<file path="src/design/apu_bus_pkg.sv">
package apu_bus_pkg;

// ******************************
// register map
// ******************************

typedef enum logic [4:0] {
	P0_CTRL     = 5'd0,
	P0_TIMER_LO = 5'd1,
	P0_TIMER_HI = 5'd2,
	P1_CTRL     = 5'd4,
	P1_TIMER_LO = 5'd5,
	P1_TIMER_HI = 5'd6,
	STATUS      = 5'd8,
	FRAME       = 5'd9
} apu_reg_e;

// status byte and frame register bit positions
localparam int STATUS_INT_BIT = 6;
localparam int FRAME_MODE_BIT = 7;
localparam int FRAME_INHIBIT_BIT = 6;

// ******************************
// host port payload
// ******************************

typedef struct packed {
	logic we;
	apu_reg_e addr;
	logic [7:0] wdata;
} apu_bus_req_t;

typedef struct packed {
	logic [7:0] rdata;
} apu_bus_rsp_t;

endpackage

</file>
<file path="src/design/apu_audio_pkg.sv">
package apu_audio_pkg;

// ******************************
// timing
// ******************************

// kept short so a frame fits a short simulation
localparam int FRAME_STEP_CYCLES = 64;
localparam int FRAME_CNT_W = $clog2(FRAME_STEP_CYCLES);
localparam int NUM_PULSE = 2;

typedef enum logic [2:0] {S0, S1, S2, S3, S4} frame_state_e;

// ******************************
// channel types
// ******************************

typedef enum logic [1:0] {
	DUTY_12 = 2'd0,
	DUTY_25 = 2'd1,
	DUTY_50 = 2'd2,
	DUTY_75 = 2'd3
} duty_e;

typedef struct packed {
	duty_e duty;
	logic [3:0] volume;
	logic [10:0] period;
} pulse_cfg_t;

typedef struct packed {
	logic quarter;
	logic half;
} frame_tick_t;

endpackage

</file>
<file path="src/design/apu_reg_port.sv">
`timescale 1ns/1ns

module apu_reg_port
	import apu_bus_pkg::*;
	import apu_audio_pkg::*;
(
	input logic clk,
	input logic n_reset,
	input logic req,
	input apu_bus_req_t bus_req,
	output logic ack,
	output apu_bus_rsp_t bus_rsp,
	input logic active [NUM_PULSE],
	input logic frame_int,
	output pulse_cfg_t pulse_cfg [NUM_PULSE],
	output logic len_load [NUM_PULSE],
	output logic [4:0] len_value,
	output logic chan_en [NUM_PULSE],
	output logic frame_mode,
	output logic frame_inhibit,
	output logic frame_restart,
	output logic status_read
);

typedef enum logic [1:0] {IDLE, ACCESS, ACK} port_state_e;

port_state_e state;
apu_bus_req_t req_q;
logic ch;
logic write_acc;
logic [7:0] status;

// ******************************
// four-phase handshake
// ******************************

always_ff @(posedge clk, negedge n_reset) begin
	if (!n_reset) begin
		state <= IDLE;
	end else begin
		case (state)
			IDLE: if (req) state <= ACCESS;
			ACCESS: state <= ACK;
			ACK: if (!req) state <= IDLE;
			default: state <= IDLE;
		endcase
	end
end

// request is stable while req is high, so one capture is enough
always_ff @(posedge clk) begin
	if (state == IDLE && req)
		req_q <= bus_req;
end

assign ack = state == ACK;
assign ch = req_q.addr[2];
assign write_acc = state == ACCESS && req_q.we;
assign status_read = state == ACCESS && !req_q.we && req_q.addr == STATUS;
assign frame_restart = write_acc && req_q.addr == FRAME;
assign len_value = req_q.wdata[7:3];

always_comb begin
	status = '0;
	for (int i = 0; i < NUM_PULSE; i++)
		status[i] = active[i];
	status[STATUS_INT_BIT] = frame_int;
end

// flag captured before the sequencer clears it on the same edge
always_ff @(posedge clk, negedge n_reset) begin
	if (!n_reset)
		bus_rsp <= '0;
	else if (state == ACCESS)
		bus_rsp.rdata <= status_read ? status : 8'h00;
end

always_comb begin
	for (int i = 0; i < NUM_PULSE; i++)
		len_load[i] = 1'b0;
	if (write_acc && (req_q.addr == P0_TIMER_HI || req_q.addr == P1_TIMER_HI))
		len_load[ch] = 1'b1;
end

// ******************************
// register storage
// ******************************

always_ff @(posedge clk, negedge n_reset) begin
	if (!n_reset) begin
		for (int i = 0; i < NUM_PULSE; i++) begin
			pulse_cfg[i] <= '0;
			chan_en[i] <= 1'b0;
		end
		frame_mode <= 1'b0;
		frame_inhibit <= 1'b0;
	end else if (write_acc) begin
		case (req_q.addr)
			P0_CTRL, P1_CTRL: begin
				pulse_cfg[ch].duty <= duty_e'(req_q.wdata[7:6]);
				pulse_cfg[ch].volume <= req_q.wdata[3:0];
			end
			P0_TIMER_LO, P1_TIMER_LO: pulse_cfg[ch].period[7:0] <= req_q.wdata;
			P0_TIMER_HI, P1_TIMER_HI: pulse_cfg[ch].period[10:8] <= req_q.wdata[2:0];
			STATUS: begin
				for (int i = 0; i < NUM_PULSE; i++)
					chan_en[i] <= req_q.wdata[i];
			end
			FRAME: begin
				frame_mode <= req_q.wdata[FRAME_MODE_BIT];
				frame_inhibit <= req_q.wdata[FRAME_INHIBIT_BIT];
			end
			default: ;
		endcase
	end
end

endmodule

</file>
<file path="src/design/apu_frame_sequencer.sv">
`timescale 1ns/1ns

module apu_frame_sequencer
	import apu_audio_pkg::*;
(
	input logic clk,
	input logic n_reset,
	input logic frame_mode,
	input logic frame_inhibit,
	input logic frame_restart,
	input logic status_read,
	output frame_tick_t frame_tick,
	output logic frame_int
);

frame_state_e state;
logic [FRAME_CNT_W-1:0] step_cnt;
logic step_end;

// ******************************
// step counter
// ******************************

assign step_end = step_cnt == FRAME_CNT_W'(FRAME_STEP_CYCLES - 1);

always_ff @(posedge clk, negedge n_reset) begin
	if (!n_reset)
		step_cnt <= '0;
	else if (frame_restart || step_end)
		step_cnt <= '0;
	else
		step_cnt <= step_cnt + 1'b1;
end

// ******************************
// frame state machine
// ******************************

always_ff @(posedge clk, negedge n_reset) begin
	if (!n_reset) begin
		state <= S0;
	end else if (frame_restart) begin
		state <= S0;
	end else if (step_end) begin
		case (state)
			S0: state <= S1;
			S1: state <= S2;
			S2: state <= S3;
			S3: state <= frame_mode ? S4 : S0;
			default: state <= S0;
		endcase
	end
end

// five-step mode skips the quarter tick in S3
always_ff @(posedge clk, negedge n_reset) begin
	if (!n_reset) begin
		frame_tick <= '0;
	end else if (step_end && !frame_restart) begin
		frame_tick.quarter <= !(frame_mode && state == S3);
		case (state)
			S1: frame_tick.half <= 1'b1;
			S3: frame_tick.half <= !frame_mode;
			S4: frame_tick.half <= 1'b1;
			default: frame_tick.half <= 1'b0;
		endcase
	end else begin
		frame_tick <= '0;
	end
end

// interrupt is raised when leaving the last step of a four-step frame
always_ff @(posedge clk, negedge n_reset) begin
	if (!n_reset)
		frame_int <= 1'b0;
	else if (step_end && !frame_restart && state == S3 && !frame_mode && !frame_inhibit)
		frame_int <= 1'b1;
	else if (frame_inhibit || status_read)
		frame_int <= 1'b0;
end

endmodule

</file>
<file path="src/design/apu_pulse.sv">
`timescale 1ns/1ns

module apu_pulse
	import apu_audio_pkg::*;
(
	input logic clk,
	input logic n_reset,
	input pulse_cfg_t cfg,
	input frame_tick_t frame_tick,
	input logic len_load,
	input logic chan_en,
	input logic [4:0] len_value,
	output logic [3:0] sample,
	output logic active
);

logic [10:0] timer;
logic [2:0] step;
logic [4:0] len_cnt;
logic [7:0] pattern;
logic duty_bit;

// ******************************
// timer and duty sequencer
// ******************************

always_ff @(posedge clk, negedge n_reset) begin
	if (!n_reset) begin
		timer <= '0;
		step <= '0;
	end else if (timer == '0) begin
		timer <= cfg.period;
		step <= step + 1'b1;
	end else begin
		timer <= timer - 1'b1;
	end
end

always_comb begin
	case (cfg.duty)
		DUTY_12: pattern = 8'b0100_0000;
		DUTY_25: pattern = 8'b0110_0000;
		DUTY_50: pattern = 8'b0111_1000;
		DUTY_75: pattern = 8'b1001_1111;
		default: pattern = 8'b0000_0000;
	endcase
end

// step 0 is the leftmost bit of the pattern
assign duty_bit = pattern[3'd7 - step];

// ******************************
// length counter
// ******************************

always_ff @(posedge clk, negedge n_reset) begin
	if (!n_reset)
		len_cnt <= '0;
	else if (!chan_en)
		len_cnt <= '0;
	else if (len_load)
		len_cnt <= len_value;
	else if (frame_tick.half && len_cnt != '0)
		len_cnt <= len_cnt - 1'b1;
end

assign active = len_cnt != '0;

// constant volume without an envelope
always_ff @(posedge clk, negedge n_reset) begin
	if (!n_reset)
		sample <= '0;
	else if (active && duty_bit)
		sample <= cfg.volume;
	else
		sample <= '0;
end

endmodule

</file>
<file path="src/design/apu_mixer.sv">
`timescale 1ns/1ns

module apu_mixer
	import apu_audio_pkg::*;
(
	input logic clk,
	input logic n_reset,
	input logic [3:0] sample [NUM_PULSE],
	output logic [7:0] sample_out
);

logic [7:0] sum;

// more channels just extend the linear sum
always_comb begin
	sum = '0;
	for (int i = 0; i < NUM_PULSE; i++)
		sum = sum + 8'(sample[i]);
end

always_ff @(posedge clk, negedge n_reset) begin
	if (!n_reset)
		sample_out <= '0;
	else
		sample_out <= sum;
end

endmodule

</file>
<file path="src/design/apu_top.sv">
`timescale 1ns/1ns

module apu_top
	import apu_bus_pkg::*;
	import apu_audio_pkg::*;
(
	input logic clk,
	input logic n_reset,
	input logic req,
	input apu_bus_req_t bus_req,
	output logic ack,
	output apu_bus_rsp_t bus_rsp,
	output logic irq,
	output logic [7:0] sample_out
);

pulse_cfg_t pulse_cfg [NUM_PULSE];
logic len_load [NUM_PULSE];
logic chan_en [NUM_PULSE];
logic active [NUM_PULSE];
logic [3:0] sample [NUM_PULSE];
logic [4:0] len_value;
logic frame_mode;
logic frame_inhibit;
logic frame_restart;
logic status_read;
frame_tick_t frame_tick;

apu_reg_port i_reg_port (
	.clk(clk),
	.n_reset(n_reset),
	.req(req),
	.bus_req(bus_req),
	.ack(ack),
	.bus_rsp(bus_rsp),
	.active(active),
	.frame_int(irq),
	.pulse_cfg(pulse_cfg),
	.len_load(len_load),
	.len_value(len_value),
	.chan_en(chan_en),
	.frame_mode(frame_mode),
	.frame_inhibit(frame_inhibit),
	.frame_restart(frame_restart),
	.status_read(status_read)
);

apu_frame_sequencer i_frame_sequencer (
	.clk(clk),
	.n_reset(n_reset),
	.frame_mode(frame_mode),
	.frame_inhibit(frame_inhibit),
	.frame_restart(frame_restart),
	.status_read(status_read),
	.frame_tick(frame_tick),
	.frame_int(irq)
);

for (genvar i = 0; i < NUM_PULSE; i++) begin : g_pulse
	apu_pulse i_pulse (
		.clk(clk),
		.n_reset(n_reset),
		.cfg(pulse_cfg[i]),
		.frame_tick(frame_tick),
		.len_load(len_load[i]),
		.chan_en(chan_en[i]),
		.len_value(len_value),
		.sample(sample[i]),
		.active(active[i])
	);
end

apu_mixer i_mixer (
	.clk(clk),
	.n_reset(n_reset),
	.sample(sample),
	.sample_out(sample_out)
);

endmodule

</file>
<file path="config.mk">
export PLATFORM = sky130hd
export DESIGN_NAME = apu_top
export DESIGN_NICKNAME = d
export VERILOG_FILES = /design/src/design/apu_bus_pkg.sv /design/src/design/apu_audio_pkg.sv /design/src/design/apu_reg_port.sv /design/src/design/apu_frame_sequencer.sv /design/src/design/apu_pulse.sv /design/src/design/apu_mixer.sv /design/src/design/apu_top.sv
export SDC_FILE = /design/constraint.sdc
export NUM_CORES = 1
export LEC_CHECK = 0
export ABC_AREA = 1
export BUFFER_PORTS_ARGS = -buffer_cell sky130_fd_sc_hd__buf_4
export CAP_MARGIN = 25
export CORE_MARGIN = 2
export CORE_UTILIZATION = 55
export DETAILED_ROUTE_END_ITERATION = 6
export PLACE_DENSITY = 0.76
export SLEW_MARGIN = 20
export SYNTH_ARGS = -nofsm -noshare
export SYNTH_HDL_FRONTEND = slang
export SYNTH_SLANG_ARGS = --single-unit
</file>
<file path="constraint.sdc">
create_clock -name clk -period 1.6 [get_ports clk]
set_input_delay 0.32 -clock clk [delete_from_list [all_inputs] [get_ports clk]]
set_output_delay 0.32 -clock clk [all_outputs]
set_load 0.02 [all_outputs]
</file>
==> results.ini <==
[floorplan]
core_area_um2=10200
die_y_um=106
design.portCount=35
dieArea_um2=11100
rows=37
initial_core_util=0.556
die_x_um=106

[placement]
dp_cells=812
port_buffers=26
dp_hpwl_um=8340
gp_congestion=0.829

[cts]
cts_htree_levels=4
cts.root.buffer_cell=clkbuf_8
clock_sinks=119
cts_tree=yes
clkLatencyLatePin_ps=520
clkSlewWorstSetupHoldPaths_ps=60
cts_inserted_buffers=17
clockBufferDepth=2

[timing]
fin_hold_ws_ps=77.7
slew_violations=0
setup_tns_ps=0
skew_ps=10.1
fmax_mhz=639
finalSetupViolCount=0
rsz0062_at_grt=true
layout_min_cycle_time_ps=1570
timing.final.crit_share=0.979
hold_viol_final=0

[yosys]
ys_ff_latch=119
synth_area_leaders=dfrtp_1 46%, nand2_1 10%, edfxtp_1 7.4%
yosys.area.top_type=dfrtp_1
async_flop_share=0.882
synth_top_area_frac=0.464
syn-instance-count=637
yosysMostFrequentCell=nand2_1
ys_seq_area_frac=0.538
synth_warnings=0
synth_flop_cell=dfrtp_1
synth-edff-count=14
syn-cell-area_um2=5670
yosysUniqueCellTypes=35
syn_avg_cell_area_um2=8.90
synthTopCellsByCount=152 x nand2_1, 105 x dfrtp_1, 80 x inv_1

[min_path]
holdCritStartpoint=req
hp-class=primary input to register

[final_layout]
nNetsFinal=751
fillers=786
area_growth_pct=23.3
layout-drive-gt1-share=0.163
finalNonFillerCells=865
antenna_cells=0

[run]
drv_cap=0

[power]
power_density_nw_per_um2=1640
peakVddDrop_uv=1550
power.leakage_uw=0.00336

[critical_path]
required_ps=2000
crit_buf_inv=2
crit_path_start=i_reg_port.state[1]$_DFFE_PN0P_
r2r-start=i_reg_port.state[1]$_DFFE_PN0P_
path_class=register to register
slowest_stage=dfrtp_1
critPathTopFamily=simple AND/OR/NAND/NOR gates
crit_chain=inv_2 -> nand3_2 -> nor2_2 -> nand2_2 -> nor2_4 -> buf_12 -> nand2_1 -> o21a_1
worstPathArrival_ps=1970
critical-path-max-stage-delay_ps=410
start_kind=register
endpoint_kind=register
cp_max_fo=15

[global_route]
grt_antenna_before_repair=0
grt_max_degree=35
grt_pass1_vias=4506
grt_pass1_wl_um=20800
track_usage=0.241
grt_overflow_total=0

[drt]
via_per_inst=5.25
totalWireLength_um=12300
vias=4540
first_pass_iters=5
wl_per_cell_um=14.3
drcViolationCount=0
first_iter_violations=223
ant_nets=0

[outcome]
status=finished, final reports clean

## per-layer routing
metal / vias to the layer above / GRT usage / wire length (um)
met5: - / 0 / 0
met4: 0 / 0.107 / 304
met3: 23 / 0.0674 / 557
met2: 115 / 0.391 / 6270
met1: 2189 / 0.302 / 5200
li1: 2213 / - / -
## path summary, 6_finish.rpt
kind                                                      endpoint  slack (ps)  depth (start not counted)
hold / removal                     i_reg_port.state[0]$_DFFE_PN0P_          80                          3
setup reg to reg                                          register          30                          8
setup / recovery                                          register          30                          8
hold reg to reg            i_frame_sequencer.frame_int$_DFFE_PN0P_         460                          1
max in group asynchronous          i_reg_port.state[0]$_DFFE_PN0P_         820                          3
min in group asynchronous          i_mixer.sample_out[0]$_DFF_PN0_         260                          2
## per-stage QoR
step | setup WS (ps) | util | instance area [um^2] | power [uW]
final | 34.3 | 0.686 | 6990 | 11500
after global routing | -69.7 | 0.686 | 6990 | 12300
after CTS | 30.1 | 0.673 | 6860 | 11400
after detailed placement | 26.0 | 0.604 | 6150 | 7700
after global placement | 102 | 0.604 | 6150 | 7520
after floorplan | 87.8 | - | 5690 | 6700
## layout make-up
cell class                      instances  area, um^2  share of cell area
Inverter                               82         308              0.0441
Clock buffer                           18         418              0.0598
Tap cell                              136         170              0.0244
Clock inverter                         14         134              0.0192
Timing Repair Buffer                   72         619              0.0886
Multi-Input combinational cell        424        2290               0.328
Sequential cell                       119        3050               0.436
## what timing repair did
| action | CTS | global route |
|---|---|---|
| buffers inserted | 0 | 5 |
| hold buffers | 15 | 0 |
| setup endpoints to repair | 1 | 42 |
| endpoints found under the hold margin | 36 | 0 |
| pin swaps | 0 | 4 |
| resized for setup | 1 | 19 |
| cloned | 0 | 1 |
## where the power goes
group	internal, uW	switching (uW)
registers	3950	725
clock network	2190	1330
logic	1320	1940
## kinds of logic (layout without fill, tap and decap cells)
kind of cell / after synthesis / count (layout) / share of synthesized area
adders and majority gates: 18 / 18 / 0.0411
other: 1 / 8 / 0.000662
DFF: 119 / 119 / 0.538
and+or+nand+nor: 302 / 303 / 0.239
buffers and inverters: 102 / 186 / 0.0768
AOI/OAI and AO/OA: 75 / 75 / 0.0733
xor gates and xnor gates: 20 / 20 / 0.0309
## cells in the final DEF (no fill, tap or decap), types with 4 or more instances in the layout
cell type and n:
a21oi_1 12, buf_4 53, clkbuf_16 16, clkinv_2 6, conb_1 8, dfrtp_1 104, dlygate4sd3_1 15, edfxtp_1 14
ha_1 16, inv_1 79, nand2_1 149, nand2_2 5, nand3_1 38, nand4_1 30, nor2_1 53, nor2_2 5
nor2_4 8, nor3_1 4, o21a_1 13, o21ai_0 44, xnor2_1 10, xor2_1 10
## tightest hold or removal path, delay by kind of cell
| family | cells | cell delay, ps |
|---|---|---|
| buf+inv | 1 | 110 |
| simple gates | 2 | 140 |
Note: power is estimated with default switching activity, not from simulation.
